File: config.mk
export PLATFORM = sky130hd
export DESIGN_NAME = fir_sample_line_flat
export DESIGN_NICKNAME = d
export VERILOG_FILES = /design/src/verilog/fir_stream_pkg.sv /design/src/verilog/fir_if.sv /design/src/verilog/fir_sample_line.sv /design/src/flat_wrapper.sv
export VERILOG_INCLUDE_DIRS = /design/src /design/src/verilog
export SDC_FILE = /design/constraint.sdc
export NUM_CORES = 2
export LEC_CHECK = 0
export BUFFER_PORTS_ARGS = -buffer_cell sky130_fd_sc_hd__clkbuf_2
export CORE_ASPECT_RATIO = 1.75
export CORE_MARGIN = 4
export CORE_UTILIZATION = 35
export DETAILED_ROUTE_END_ITERATION = 10
export GPL_TIMING_DRIVEN = 0
export MAX_ROUTING_LAYER = met4
export PLACE_DENSITY = 0.54
export SLEW_MARGIN = 20
export SYNTH_ARGS = -nofsm -noshare
export SYNTH_HDL_FRONTEND = slang
export SYNTH_SLANG_ARGS = --single-unit
File: constraint.sdc
create_clock -name axis_clk -period 3.4 [get_ports axis_clk]
set_clock_uncertainty 0.2 [all_clocks]
set_input_delay 0.17 -clock axis_clk [delete_from_list [all_inputs] [get_ports axis_clk]]
set_output_delay 0.17 -clock axis_clk [all_outputs]
set_load 0.02 [all_outputs]
File: src/verilog/fir_settings.svh
`ifndef FIR_SETTINGS_SVH
`define FIR_SETTINGS_SVH

// data word width on both streams and the register bus
`define FIR_DATA_W 32

// register address width
`define FIR_ADDR_W 12

// tap storage depth, also the depth of the sample history
`define FIR_MAX_TAPS 32

// control and status word
`define FIR_REG_CTRL 12'h000
// number of x samples per run
`define FIR_REG_LEN 12'h010
// number of active taps
`define FIR_REG_TAPS 12'h014

// coefficient window, one word per tap
`define FIR_TAP_BASE 12'h080
`define FIR_TAP_LAST 12'h0FF

`endif
File: src/verilog/fir_stream_pkg.sv
`include "fir_settings.svh"

package fir_stream_pkg;

    // x sample in, y value out
    typedef logic [`FIR_DATA_W-1:0] sample_t;

    // filter coefficient h[k]
    typedef logic [`FIR_DATA_W-1:0] coef_t;

    // index into tap storage or the history
    // 5 bits for 32 entries
    typedef logic [$clog2(`FIR_MAX_TAPS)-1:0] tap_idx_t;

endpackage

File: src/verilog/fir_if.sv
`timescale 1ns/1ps
`include "fir_settings.svh"

// configuration from the register block to the data path
interface fir_cfg_if import fir_stream_pkg::*; ();
    logic                   run;
    logic                   start_pulse;
    logic [`FIR_DATA_W-1:0] data_length;
    logic [`FIR_DATA_W-1:0] tap_num;
    // tap lookup, index from engine and word back
    tap_idx_t               coef_idx;
    coef_t                  coef;
    // final y handshake
    logic                   run_last;

    modport ctrl (output run, start_pulse, data_length, tap_num, coef,
                  input coef_idx, run_last);
    modport sample (input run, start_pulse, data_length, tap_num);
    modport engine (input run, start_pulse, data_length, tap_num, coef,
                    output coef_idx, run_last);
endinterface

// history port between the sample line and the engine
interface fir_hist_if import fir_stream_pkg::*; ();
    // sample staged, waiting for the engine
    logic     x_valid;
    logic     x_ready;
    // newest sample position
    tap_idx_t wr_pos;
    // random read by the engine
    tap_idx_t rd_idx;
    sample_t  rd_data;

    modport line (output x_valid, wr_pos, rd_data,
                  input x_ready, rd_idx);
    modport engine (input x_valid, wr_pos, rd_data,
                    output x_ready, rd_idx);
endinterface

File: src/verilog/fir_sample_line.sv
`timescale 1ns/1ps
`include "fir_settings.svh"

module fir_sample_line import fir_stream_pkg::*; (
    input  logic    axis_clk,
    input  logic    axis_rst_n,
    input  logic    ss_tvalid,
    input  sample_t ss_tdata,
    output logic    ss_tready,
    fir_cfg_if.sample cfg,
    fir_hist_if.line  hist
);

    sample_t                hist_mem [`FIR_MAX_TAPS];
    sample_t                stage;
    logic                   x_valid;
    tap_idx_t               wr_pos;
    tap_idx_t               last_pos;
    tap_idx_t               next_pos;
    logic [`FIR_DATA_W-1:0] in_cnt;
    logic                   accept;

    // history wraps at tap_num
    assign last_pos = tap_idx_t'(cfg.tap_num - 32'd1);
    assign next_pos = (wr_pos == last_pos) ? '0 : wr_pos + 1'b1;

    // one staged sample at most, stop once data_length samples are in
    assign ss_tready = cfg.run && !cfg.start_pulse && !x_valid && (in_cnt < cfg.data_length);
    assign accept    = ss_tvalid && ss_tready;

    always_ff @(posedge axis_clk or negedge axis_rst_n) begin
        if (!axis_rst_n) begin
            x_valid <= 1'b0;
            wr_pos  <= '0;
            in_cnt  <= '0;
        end else if (cfg.start_pulse) begin
            x_valid <= 1'b0;
            // first sample then lands at position 0
            wr_pos  <= last_pos;
            in_cnt  <= '0;
        end else if (accept) begin
            x_valid <= 1'b1;
            in_cnt  <= in_cnt + 1'b1;
        end else if (hist.x_ready) begin
            x_valid <= 1'b0;
            wr_pos  <= next_pos;
        end
    end

    // sample enters the history only when the engine takes it,
    // so a waiting sample never overwrites the oldest tap in use
    always_ff @(posedge axis_clk) begin
        if (accept) begin
            stage <= ss_tdata;
        end
        if (cfg.start_pulse) begin
            // samples before the first one count as zero
            for (int i = 0; i < `FIR_MAX_TAPS; i++) begin
                hist_mem[i] <= '0;
            end
        end else if (hist.x_ready) begin
            hist_mem[next_pos] <= stage;
        end
    end

    assign hist.x_valid = x_valid;
    assign hist.wr_pos  = wr_pos;
    assign hist.rd_data = hist_mem[hist.rd_idx];

endmodule

File: src/flat_wrapper.sv
// flat-port wrapper written by rule: the top's interface ports become plain ports
module fir_sample_line_flat import fir_stream_pkg::*;
  (axis_clk, axis_rst_n, ss_tvalid, ss_tdata, ss_tready, cfg_run, cfg_start_pulse, cfg_data_length, cfg_tap_num, hist_x_valid, hist_wr_pos, hist_rd_data, hist_x_ready, hist_rd_idx);
  fir_cfg_if cfg_i ();
  fir_hist_if hist_i ();
  input  logic axis_clk;
  input  logic axis_rst_n;
  input  logic ss_tvalid;
  input  sample_t ss_tdata;
  output logic ss_tready;
  input wire logic [$bits(cfg_i.run)-1:0] cfg_run;
  input wire logic [$bits(cfg_i.start_pulse)-1:0] cfg_start_pulse;
  input wire logic [$bits(cfg_i.data_length)-1:0] cfg_data_length;
  input wire logic [$bits(cfg_i.tap_num)-1:0] cfg_tap_num;
  output wire logic [$bits(hist_i.x_valid)-1:0] hist_x_valid;
  output wire logic [$bits(hist_i.wr_pos)-1:0] hist_wr_pos;
  output wire logic [$bits(hist_i.rd_data)-1:0] hist_rd_data;
  input wire logic [$bits(hist_i.x_ready)-1:0] hist_x_ready;
  input wire logic [$bits(hist_i.rd_idx)-1:0] hist_rd_idx;
  assign cfg_i.run = cfg_run;
  assign cfg_i.start_pulse = cfg_start_pulse;
  assign cfg_i.data_length = cfg_data_length;
  assign cfg_i.tap_num = cfg_tap_num;
  assign hist_x_valid = hist_i.x_valid;
  assign hist_wr_pos = hist_i.wr_pos;
  assign hist_rd_data = hist_i.rd_data;
  assign hist_i.x_ready = hist_x_ready;
  assign hist_i.rd_idx = hist_rd_idx;
  fir_sample_line u_core (.axis_clk(axis_clk), .axis_rst_n(axis_rst_n), .ss_tvalid(ss_tvalid), .ss_tdata(ss_tdata), .ss_tready(ss_tready), .cfg(cfg_i), .hist(hist_i));
endmodule
==> run summary <==
Crit-path cells - dlygate4sd3_1 > clkbuf_2 > inv_1 > ha_1 > nor3b_2 > xnor3_1 > and4b_1 > buf_2 > nor2_2 > nand2_1 > nor2_4 > clkbuf_1 > and2_1
Max VDD drop - 0.330 mV
CP endpoint kind - flip-flop
Placed insts - 5118
Gate Count Post-Synth - 3155
Max clock buf depth - 3
Max Transition Viols Final - 0
Final min period - 3.33 ns
Final instance area - 59100 µm²
Largest delay share family, worst path - simple AND/OR/NAND/NOR gates
Vias per cell - 4.97
TritonCTS Buffers - 97
CP Buf/Inv Count - 5
# nets final - 3684
Hold Crit Depth - 8
Crit. Startpoint - cfg_tap_num[0]
Critical path start-end classification - in2reg
Dpl ws - -1.04 ns
Non-filler cells in the finished layout - 5476
Hold Vio Cnt, Final - 0
Syn Nets - 3296
CTS clock-pin slew for the worst setup and hold paths - 0.06 ns
Root Buffer - clkbuf_16
Final hold slack - 0.0586 ns
Row Count - 183
CTS H-Tree Depth - 3
Clock tree from TritonCTS - done
Routability Congestion - 0.821
Via count - 27221
Layout cell share with drive strength beyond 1 - 25.9%
Max frequency - 300 MHz
Worst path required time - 3.77 ns
Largest net degree at the start of global routing - 41
HP Start - cfg_data_length[31]
EDFF count, synth - 1056
Worst reg2reg startpoint - u_core.hist.wr_pos[4]
Total negative slack - 0 ns
Util after Layout - 41.5%
Total GRT Usage - 19.1%
Power per cell area - 496 nW/µm²
Leak - 21.6 nW
Slew @ Worst Pin - 1.06 ns
PortBufs - 113
Design Power - 29.3 mW
Routed wire per std cell - 25.3 µm
Critical-path top delay cell - dlygate4sd3_1
CTS sink count - 1094
DRC - 0
Horiz. Die Dim - 294 µm
Worst min path class - in2reg
Layout Area Growth over Synthesis - 17.6%
Global-route wire length before repair - 199000 µm
CP peak stage delay - 0.53 ns
Ports - 146
Predominant post-synthesis flop cell - edfxtp_1
DRT Wirelength - 138000 µm
Max_cap viols - 0
Area after DPL - 53200 µm²
Drt pass-1 iters - 5
Relative slew margins - 29.1%
Most common cell after layout, fill and taps aside - edfxtp_1
Final ANT Viol Nets - 0
Post-synth ARST share - 3.47%
Initial antenna violation count - 6
Clock latency on the worst-skew pair - 0.71 ns
Fin worst setup slack - 0.0678 ns
CP Max Fanout - 10
Synthesized area per cell - 15.9 µm²
Detail Placement HPWL - 101000 µm
RSZ-0062 raised after global routing - yes
Gr ovfl total - 0
Distinct cells, synth - 60
Initial Util - 35.3%
Synth warnings - 0
R2R cell count - 9
Vias in the first global route - 29323
Number of synthesized register bits - 1094
Worst Path Arrival - 3.71 ns
Status - complete, no violations
Setup violations, final - 0
Die Area - 150000 µm²
Core area - 142000 µm²
Setup crit start kind - input pin
Number of fill cells in the layout - 13054
Initial DRC count - 1876
Die Height - 509 µm
Most frequent cells in the layout - 1056 x edfxtp_1, 1026 x and2_1, 320 x mux4_2
WP depth - 13
Sequential fraction of the synthesis area - 65.0%
Tcrit/Tclk final - 98.0%
Cell Area, Synth - 50300 µm²
[registers in the layout, summed over array words and instances, names as in the netlist]
register and cells:
u_core.stage 32, u_core.in_cnt 32, u_core.hist.wr_pos 5, u_core.hist_mem 1024
u_core.hist.x_valid 1
[Yosys cell counts (2+ instances only)]
master / instances / area [µm²]
nand3_1: 16 / 80.1
nor3_1: 2 / 10.0
and3_1: 2 / 12.5
mux2_2: 33 / 372
clkbuf_1: 224 / 841
xor2_1: 3 / 26.3
inv_1: 49 / 184
and2_1: 1026 / 6420
nand4_1: 10 / 62.6
or3_1: 16 / 100
xnor3_1: 2 / 45.0
mux4_2: 320 / 7210
buf_2: 34 / 170
nor2b_1: 5 / 31.3
and4b_1: 2 / 20.0
edfxtp_1: 1056 / 31700
a21boi_0: 2 / 15.0
a211oi_1: 3 / 22.5
dfrtp_1: 38 / 951
a21oi_1: 36 / 180
buf_1: 27 / 101
a22oi_1: 4 / 30.0
nand3b_1: 3 / 22.5
nor2_2: 4 / 25.0
nand2b_1: 2 / 12.5
nor4_1: 3 / 18.8
nand2_1: 32 / 120
nor2_1: 51 / 191
or4_1: 3 / 22.5
a21o_1: 5 / 37.5
xnor2_1: 14 / 123
or2_2: 32 / 200
o31ai_1: 5 / 37.5
a2111oi_0: 5 / 43.8
o21ai_0: 28 / 140
ha_1: 34 / 425
[path summary, 6_finish.rpt]
check | end | slack [ns]
hold / removal | u_core.in_cnt[2] | 0.06
setup reg to reg | u_core.hist_mem[9][3] | 0.09
min in group asynchronous | u_core.in_cnt[15] | 0.35
max in group asynchronous | u_core.in_cnt[2] | 2.41
hold reg to reg | u_core.hist.x_valid | 0.38
setup / recovery | u_core.hist_mem[9][3] | 0.07
[cell families (layout without fill, tap and decap cells)]
| family | after synthesis | count (layout) | share of synthesized area (%) |
|---|---|---|---|
| other | 0 | 6 | 0 |
| AO/OA/AOI/OAI | 99 | 99 | 1.20 |
| multiplexers | 354 | 354 | 15.1 |
| AND/OR/NAND/NOR | 1219 | 1251 | 14.9 |
| adder cells (fa/ha/maj) | 34 | 34 | 0.847 |
| buffers and inverters | 336 | 769 | 2.61 |
| flip-flops | 1094 | 1094 | 65.0 |
| XOR/XNOR | 19 | 19 | 0.386 |
[power breakdown]
part / internal (mW) / switching (mW) / leakage [nW] / total (mW)
Combinational: 1.20 / 1.64 / 8.76 / 2.84
Sequential: 15.4 / 0.173 / 11.4 / 15.5
Clock: 5.80 / 5.09 / 1.48 / 10.9
Total: 22.4 / 6.91 / 21.6 / 29.3
[per-layer routing]
layer / track usage (%) / share of wire, % / vias to the layer above
li1: - / - / 12460
met1: 18.8 / 34 / 14007
met2: 38.3 / 59 / 580
met3: 2.36 / 3.7 / 174
met4: 5.94 / 3.3 / 0
met5: - / 0 / -
[layout make-up]
type | count | area [µm²] | area share (%)
timing repair buffer | 260 | 2580 | 4.36
buffer | 283 | 1320 | 2.24
multi-input combinational | 1757 | 17000 | 28.7
clock inverter | 58 | 440 | 0.746
sequential | 1094 | 32700 | 55.3
inverter | 50 | 200 | 0.339
antenna | 6 | 15.0 | 0.0254
tap | 1850 | 2310 | 3.92
clock buffer | 118 | 2580 | 4.37
[worst register-to-register path, cell delays in order, from the launching register on]
cell and delay [ns]:
dfrtp_1 0.34, buf_4 0.16, xnor3_1 0.38, and4b_1 0.20
buf_2 0.19, nor2_2 0.39, nand2_1 0.34, nor2_4 0.36
clkbuf_1 0.43, and2_1 0.20
[what timing repair did]
action | in CTS | in global routing
setup buffers | 41 | 27
pin swaps | 5 | 16
gates cloned | 32 | 0
endpoints found under the setup margin | 1988 | 915
hold buffers | 79 | 0
hold endpoints to repair | 100 | 0
resized for setup | 211 | 70
(Power assumes the default switching activity.)
