--- src/verilog/fir_settings.svh ---
`ifndef FIR_SETTINGS_SVH
`define FIR_SETTINGS_SVH

// data word width on both streams and the register bus
`define FIR_DATA_W 32

// register address width
`define FIR_ADDR_W 12

// tap storage depth, also the depth of the sample history
`define FIR_MAX_TAPS 32

// control and status word
`define FIR_REG_CTRL 12'h000
// number of x samples per run
`define FIR_REG_LEN 12'h010
// number of active taps
`define FIR_REG_TAPS 12'h014

// coefficient window, one word per tap
`define FIR_TAP_BASE 12'h080
`define FIR_TAP_LAST 12'h0FF

`endif
--- src/verilog/fir_stream_pkg.sv ---
`include "fir_settings.svh"

package fir_stream_pkg;

    // x sample in, y value out
    typedef logic [`FIR_DATA_W-1:0] sample_t;

    // filter coefficient h[k]
    typedef logic [`FIR_DATA_W-1:0] coef_t;

    // index into tap storage or the history
    // 5 bits for 32 entries
    typedef logic [$clog2(`FIR_MAX_TAPS)-1:0] tap_idx_t;

endpackage

--- src/verilog/fir_if.sv ---
`timescale 1ns/1ps
`include "fir_settings.svh"

// configuration from the register block to the data path
interface fir_cfg_if import fir_stream_pkg::*; ();
    logic                   run;
    logic                   start_pulse;
    logic [`FIR_DATA_W-1:0] data_length;
    logic [`FIR_DATA_W-1:0] tap_num;
    // tap lookup, index from engine and word back
    tap_idx_t               coef_idx;
    coef_t                  coef;
    // final y handshake
    logic                   run_last;

    modport ctrl (output run, start_pulse, data_length, tap_num, coef,
                  input coef_idx, run_last);
    modport sample (input run, start_pulse, data_length, tap_num);
    modport engine (input run, start_pulse, data_length, tap_num, coef,
                    output coef_idx, run_last);
endinterface

// history port between the sample line and the engine
interface fir_hist_if import fir_stream_pkg::*; ();
    // sample staged, waiting for the engine
    logic     x_valid;
    logic     x_ready;
    // newest sample position
    tap_idx_t wr_pos;
    // random read by the engine
    tap_idx_t rd_idx;
    sample_t  rd_data;

    modport line (output x_valid, wr_pos, rd_data,
                  input x_ready, rd_idx);
    modport engine (input x_valid, wr_pos, rd_data,
                    output x_ready, rd_idx);
endinterface

--- src/verilog/fir_mac_engine.sv ---
`timescale 1ns/1ps
`include "fir_settings.svh"

module fir_mac_engine import fir_stream_pkg::*; (
    input  logic    axis_clk,
    input  logic    axis_rst_n,
    input  logic    sm_tready,
    output logic    sm_tvalid,
    output sample_t sm_tdata,
    output logic    sm_tlast,
    fir_cfg_if.engine  cfg,
    fir_hist_if.engine hist
);

    logic                   mac_busy;
    logic                   load_now;
    tap_idx_t               k;
    tap_idx_t               last_k;
    sample_t                acc;
    sample_t                prod;
    logic [`FIR_DATA_W-1:0] y_cnt;
    logic                   consume;
    logic                   out_hold;

    assign last_k = tap_idx_t'(cfg.tap_num - 32'd1);

    // output register stalled by the sink
    assign out_hold = sm_tvalid && !sm_tready;

    // take the next sample only when idle and the output slot will be free
    assign consume = cfg.run && hist.x_valid && !mac_busy && !load_now && !out_hold;
    assign hist.x_ready = consume;

    // x[n-k], index wr_pos minus k wrapped at tap_num
    always_comb begin
        if (k <= hist.wr_pos) begin
            hist.rd_idx = hist.wr_pos - k;
        end else begin
            hist.rd_idx = tap_idx_t'(cfg.tap_num + hist.wr_pos - k);
        end
    end

    assign cfg.coef_idx = k;

    // sequencer and output handshake
    always_ff @(posedge axis_clk or negedge axis_rst_n) begin
        if (!axis_rst_n) begin
            mac_busy  <= 1'b0;
            load_now  <= 1'b0;
            k         <= '0;
            sm_tvalid <= 1'b0;
            sm_tlast  <= 1'b0;
            y_cnt     <= '0;
        end else if (cfg.start_pulse) begin
            mac_busy  <= 1'b0;
            load_now  <= 1'b0;
            k         <= '0;
            sm_tvalid <= 1'b0;
            sm_tlast  <= 1'b0;
            y_cnt     <= '0;
        end else begin
            if (consume) begin
                mac_busy <= 1'b1;
                k        <= '0;
            end else if (mac_busy) begin
                // tap_num read cycles, then one load cycle
                if (k == last_k) begin
                    mac_busy <= 1'b0;
                    load_now <= 1'b1;
                end else begin
                    k <= k + 1'b1;
                end
            end
            if (load_now) begin
                load_now  <= 1'b0;
                sm_tvalid <= 1'b1;
                sm_tlast  <= (y_cnt + 1'b1 == cfg.data_length);
                y_cnt     <= y_cnt + 1'b1;
            end else if (sm_tvalid && sm_tready) begin
                sm_tvalid <= 1'b0;
                sm_tlast  <= 1'b0;
            end
        end
    end

    // product registered, summed one cycle later
    // the last product is folded in while loading the output
    always_ff @(posedge axis_clk) begin
        if (consume) begin
            acc  <= '0;
            prod <= '0;
        end else if (mac_busy) begin
            acc  <= acc + prod;
            prod <= hist.rd_data * cfg.coef;
        end
        if (load_now) begin
            sm_tdata <= acc + prod;
        end
    end

    // final y accepted by the sink
    assign cfg.run_last = sm_tvalid && sm_tready && sm_tlast;

endmodule

--- src/flat_wrapper.sv ---
// flat-port wrapper written by rule: the top's interface ports become plain ports
module fir_mac_engine_flat import fir_stream_pkg::*;
  (axis_clk, axis_rst_n, sm_tready, sm_tvalid, sm_tdata, sm_tlast, cfg_run, cfg_start_pulse, cfg_data_length, cfg_tap_num, cfg_coef, cfg_coef_idx, cfg_run_last, hist_x_valid, hist_wr_pos, hist_rd_data, hist_x_ready, hist_rd_idx);
  fir_cfg_if cfg_i ();
  fir_hist_if hist_i ();
  input  logic axis_clk;
  input  logic axis_rst_n;
  input  logic sm_tready;
  output logic sm_tvalid;
  output sample_t sm_tdata;
  output logic sm_tlast;
  input wire logic [$bits(cfg_i.run)-1:0] cfg_run;
  input wire logic [$bits(cfg_i.start_pulse)-1:0] cfg_start_pulse;
  input wire logic [$bits(cfg_i.data_length)-1:0] cfg_data_length;
  input wire logic [$bits(cfg_i.tap_num)-1:0] cfg_tap_num;
  input wire logic [$bits(cfg_i.coef)-1:0] cfg_coef;
  output wire logic [$bits(cfg_i.coef_idx)-1:0] cfg_coef_idx;
  output wire logic [$bits(cfg_i.run_last)-1:0] cfg_run_last;
  input wire logic [$bits(hist_i.x_valid)-1:0] hist_x_valid;
  input wire logic [$bits(hist_i.wr_pos)-1:0] hist_wr_pos;
  input wire logic [$bits(hist_i.rd_data)-1:0] hist_rd_data;
  output wire logic [$bits(hist_i.x_ready)-1:0] hist_x_ready;
  output wire logic [$bits(hist_i.rd_idx)-1:0] hist_rd_idx;
  assign cfg_i.run = cfg_run;
  assign cfg_i.start_pulse = cfg_start_pulse;
  assign cfg_i.data_length = cfg_data_length;
  assign cfg_i.tap_num = cfg_tap_num;
  assign cfg_i.coef = cfg_coef;
  assign cfg_coef_idx = cfg_i.coef_idx;
  assign cfg_run_last = cfg_i.run_last;
  assign hist_i.x_valid = hist_x_valid;
  assign hist_i.wr_pos = hist_wr_pos;
  assign hist_i.rd_data = hist_rd_data;
  assign hist_x_ready = hist_i.x_ready;
  assign hist_rd_idx = hist_i.rd_idx;
  fir_mac_engine u_core (.axis_clk(axis_clk), .axis_rst_n(axis_rst_n), .sm_tready(sm_tready), .sm_tvalid(sm_tvalid), .sm_tdata(sm_tdata), .sm_tlast(sm_tlast), .cfg(cfg_i), .hist(hist_i));
endmodule
--- config.mk ---
export PLATFORM = sky130hd
export DESIGN_NAME = fir_mac_engine_flat
export DESIGN_NICKNAME = d
export VERILOG_FILES = /design/src/verilog/fir_stream_pkg.sv /design/src/verilog/fir_if.sv /design/src/verilog/fir_mac_engine.sv /design/src/flat_wrapper.sv
export VERILOG_INCLUDE_DIRS = /design/src /design/src/verilog
export SDC_FILE = /design/constraint.sdc
export NUM_CORES = 2
export LEC_CHECK = 0
export BUFFER_PORTS_ARGS = -buffer_cell sky130_fd_sc_hd__buf_2
export CORE_ASPECT_RATIO = 0.6
export CORE_MARGIN = 10
export CORE_UTILIZATION = 60
export DETAILED_ROUTE_END_ITERATION = 16
export PLACE_DENSITY = 0.8
export SLEW_MARGIN = 0
export SYNTH_ARGS = -nofsm -noshare
export SYNTH_HDL_FRONTEND = slang
export SYNTH_SLANG_ARGS = --single-unit
--- constraint.sdc ---
create_clock -name axis_clk -period 5.2 [get_ports axis_clk]
set_input_delay 1.56 -clock axis_clk [delete_from_list [all_inputs] [get_ports axis_clk]]
set_output_delay 1.56 -clock axis_clk [all_outputs]
set_load 0.05 [all_outputs]
==> metrics.txt <==
status complete, but fails checks; failing checks negative setup slack; Iter 0 DRT Violations approximately 2000; row count 56; #FFs+latches synth about 140; Syn Std Cell Area ~0.024 mm2; Setup WS post-layout -2680 ps; Seq/Total Area, Yosys between 10% and 20%; grt total ovfl 0; Slew HR 36.0%; first-pass GRT wire length approximately 120 mm; drt wl/cell between 20 and 25 um; Reg2Reg Setup Slack approximately 1800 ps; drt total wl between 70 and 80 mm; share of layout cells above drive strength 1 between 20% and 30%; Die W about 280 um; fin. max-slew vios 0; R2R cell count 12; Final period util 152%; number of flops mapped to enable cells by yosys 32; Final Hold Vio Count 0; simple-gate portion of the synthesized area ~18%; full die area approximately 0.048 mm2; Synth Instances ~2600; Syn Area/Cell 8.99 um2; Main synth FF type dfxtp_1; minimum clock period roughly 8000 ps; max cap viols 0; yosys warns 0; Total Routing Usage GR 31.5%; hpwl dp between 60 and 70 mm; final setup fails 25; DR WL met3 11.5 mm; Vias 20400; Post-Place Worst Slack -3270 ps; Worst Path Max Fanout 7; Req. time, crit path ~5500 ps; worst path arrival time 8190 ps; Filler Cells Inserted approximately 2600; Metal-1 WL between 30 and 40 mm; largest net degree at the start of global routing 62; Die H 174 um; hold path depth 2; initial antenna violation count 1; First-pass DRT Iterations 6; CTS root buffer clkbuf_16; fin util about three quarters; clk_skew just under 10 ps; Synth cell types 67; Hold/Removal Path Class reg -> reg; Mapped Nets approximately 3400; hold slack approximately 460 ps; post-synthesis adder-cell area fraction between 40 and 50%; Crit Path Category in -> reg; RSZ-0062 raised after global routing yes; ys async rst share approximately 30%; gpl congestion just under 1; Tightest Pin Transition 960 ps; Post-CTS Hold Buffers 0; antenna-violating nets left 0; PortBufs roughly 160; total core area between 0.03 and 0.04 mm2; TritonCTS Buffers 17; largest family of logic cells by synthesized area adder cells; post-synthesis mux area share ~1.6%; clock slew at reported path FFs around 60 ps; clk sink count about 140; DRC Markers 0; Final #Nets 3709; CTS tree done; xor/xnor cell area share of the yosys netlist between 7 and 8%; crit end category flip-flop; Worst-Skew Late Latency about 440 ps; area growth from synthesis to layout 23.9%; Ports 185; Peak Freq around 0.13 GHz; Initial Utilization roughly 61%; DR top layer met5; routed length on met2 33.0 mm; via/cell ratio about 5.8; vias in the first global route between 20000 and 25000; CTS Buffer Depth 2; CP startpoint kind primary input; Synth Area in Compound Gates approximately 6.6%; htree depth 4
## sequential cells by signal (all words and copies together) (netlist names)
name	cells
u_core.mac_busy	1
u_core.y_cnt	32
u_core.acc	32
u_core.sm_tlast	1
u_core.prod	32
u_core.sm_tdata	32
u_core.load_now	1
u_core.cfg.coef_idx	5
u_core.sm_tvalid	1
## through the flow
step / instances / instance area, um2 / setup TNS (ps)
after detailed placement: 3439 / 26900 / -65920
final: 3529 / 29500 / -50940
after CTS: 3515 / 28900 / -48220
after global routing: 3525 / 29500 / -53810
after floorplan: 2648 / 24300 / -47030
after global placement: 3439 / 26900 / -61990
## cell type report
cell class | count | area (um2) | area share, %
Antenna cell | 5 | 12.5 | 0.0424
Inverter | 463 | 1740 | 5.90
Multi-Input combinational cell | 1922 | 19500 | 66.1
Sequential cell | 137 | 3270 | 11.1
Clock buffer | 21 | 472 | 1.60
Timing Repair Buffer | 448 | 3660 | 12.4
Clock inverter | 11 | 193 | 0.653
Tap cell | 522 | 653 | 2.21
## cell families (layout without fill, tap and decap cells)
group                    count (synthesis)  in the layout
XOR/XNOR                               195            195
flip-flops                             137            137
adder cells (fa/ha/maj)                581            581
AND/OR/NAND/NOR                        864            864
multiplexers                            39             39
other                                    0              5
buffers and inverters                  589            943
AO/OA/AOI/OAI                          243            243
## path summary, 6_finish.rpt
check / from / to
max: hist_rd_data[15] / u_core.prod[30]$_SDFFE_PP0P_
min: u_core.prod[20]$_SDFFE_PP0P_ / u_core.prod[20]$_SDFFE_PP0P_
max reg2reg: u_core.prod[0]$_SDFFE_PP0P_ / u_core.acc[30]$_SDFFE_PP0P_
min reg2reg: u_core.prod[20]$_SDFFE_PP0P_ / u_core.prod[20]$_SDFFE_PP0P_
max in group asynchronous: axis_rst_n / u_core.mac_busy$_DFF_PN0_
min in group asynchronous: axis_rst_n / u_core.y_cnt[14]$_DFFE_PN0P_
## synthesized netlist by cell type, types with 12 or more instances
cell type	n	area, um2
inv_1	463	1740
fa_1	414	8290
nand2_1	340	1280
and2_1	265	1660
ha_1	167	2090
xnor2_1	124	1090
nor2_1	120	450
clkbuf_1	112	420
xor2_1	71	622
dfxtp_1	64	1280
a21oi_1	62	310
o21ai_0	48	240
a21o_1	43	323
dfrtp_1	41	1030
mux2i_1	39	390
nand3_1	35	175
edfxtp_1	32	961
and3_1	22	138
nor3_1	18	90.1
o21a_1	13	97.6
nand4_1	12	75.1
## what timing repair did
action,in CTS,in global routing
hold endpoints to repair,0,0
cloned,4,0
resized for setup,239,133
endpoints found under the setup margin,27,31
setup buffers,42,15
pin swaps,108,104
## metal layers
layer,track usage (%),vias to the layer above
li1,-,8855
met1,41.9,10200
met2,45.6,1138
met3,15.8,150
met4,5.62,2
met5,1.33,-
## critical path: stages
cell       delay (ps)
buf_12            120
buf_6             120
and2_4            130
fa_1              550
inv_2              40
fa_1              550
fa_2              490
fa_1              590
inv_2              50
fa_1              480
fa_2              610
fa_1              480
fa_1              560
ha_4              220
buf_6             110
a21o_1            180
a21oi_2           120
o21ai_1            90
a31oi_2           230
o2bb2ai_2          90
o41a_1            350
a21oi_2           190
xor2_2            200
o21ai_1            80
## cell usage in the layout (no fill, tap or decap), types with 7 or more instances in the layout
master,count
inv_1,416
fa_1,376
nand2_1,331
and2_1,235
buf_4,231
ha_1,125
buf_2,124
xnor2_1,120
nor2_1,113
xor2_1,68
dfxtp_1,64
buf_6,59
a21oi_1,47
inv_2,45
a21o_1,43
ha_4,41
dfrtp_1,39
mux2i_1,38
fa_2,38
o21ai_0,34
nand3_1,32
edfxtp_1,32
and2_4,30
and3_1,20
clkbuf_16,18
buf_12,16
nor3_1,14
buf_8,14
o21a_1,12
a21oi_2,12
nand4_1,12
o22ai_1,9
or3_1,8
a211oi_1,7
nand2b_1,7
o21bai_1,7
o21ai_1,7
nor4_1,7
Power is left out: the tool's default activity adds up to more than one toggle a clock period on the data nets, which glitch-free logic cannot reach.
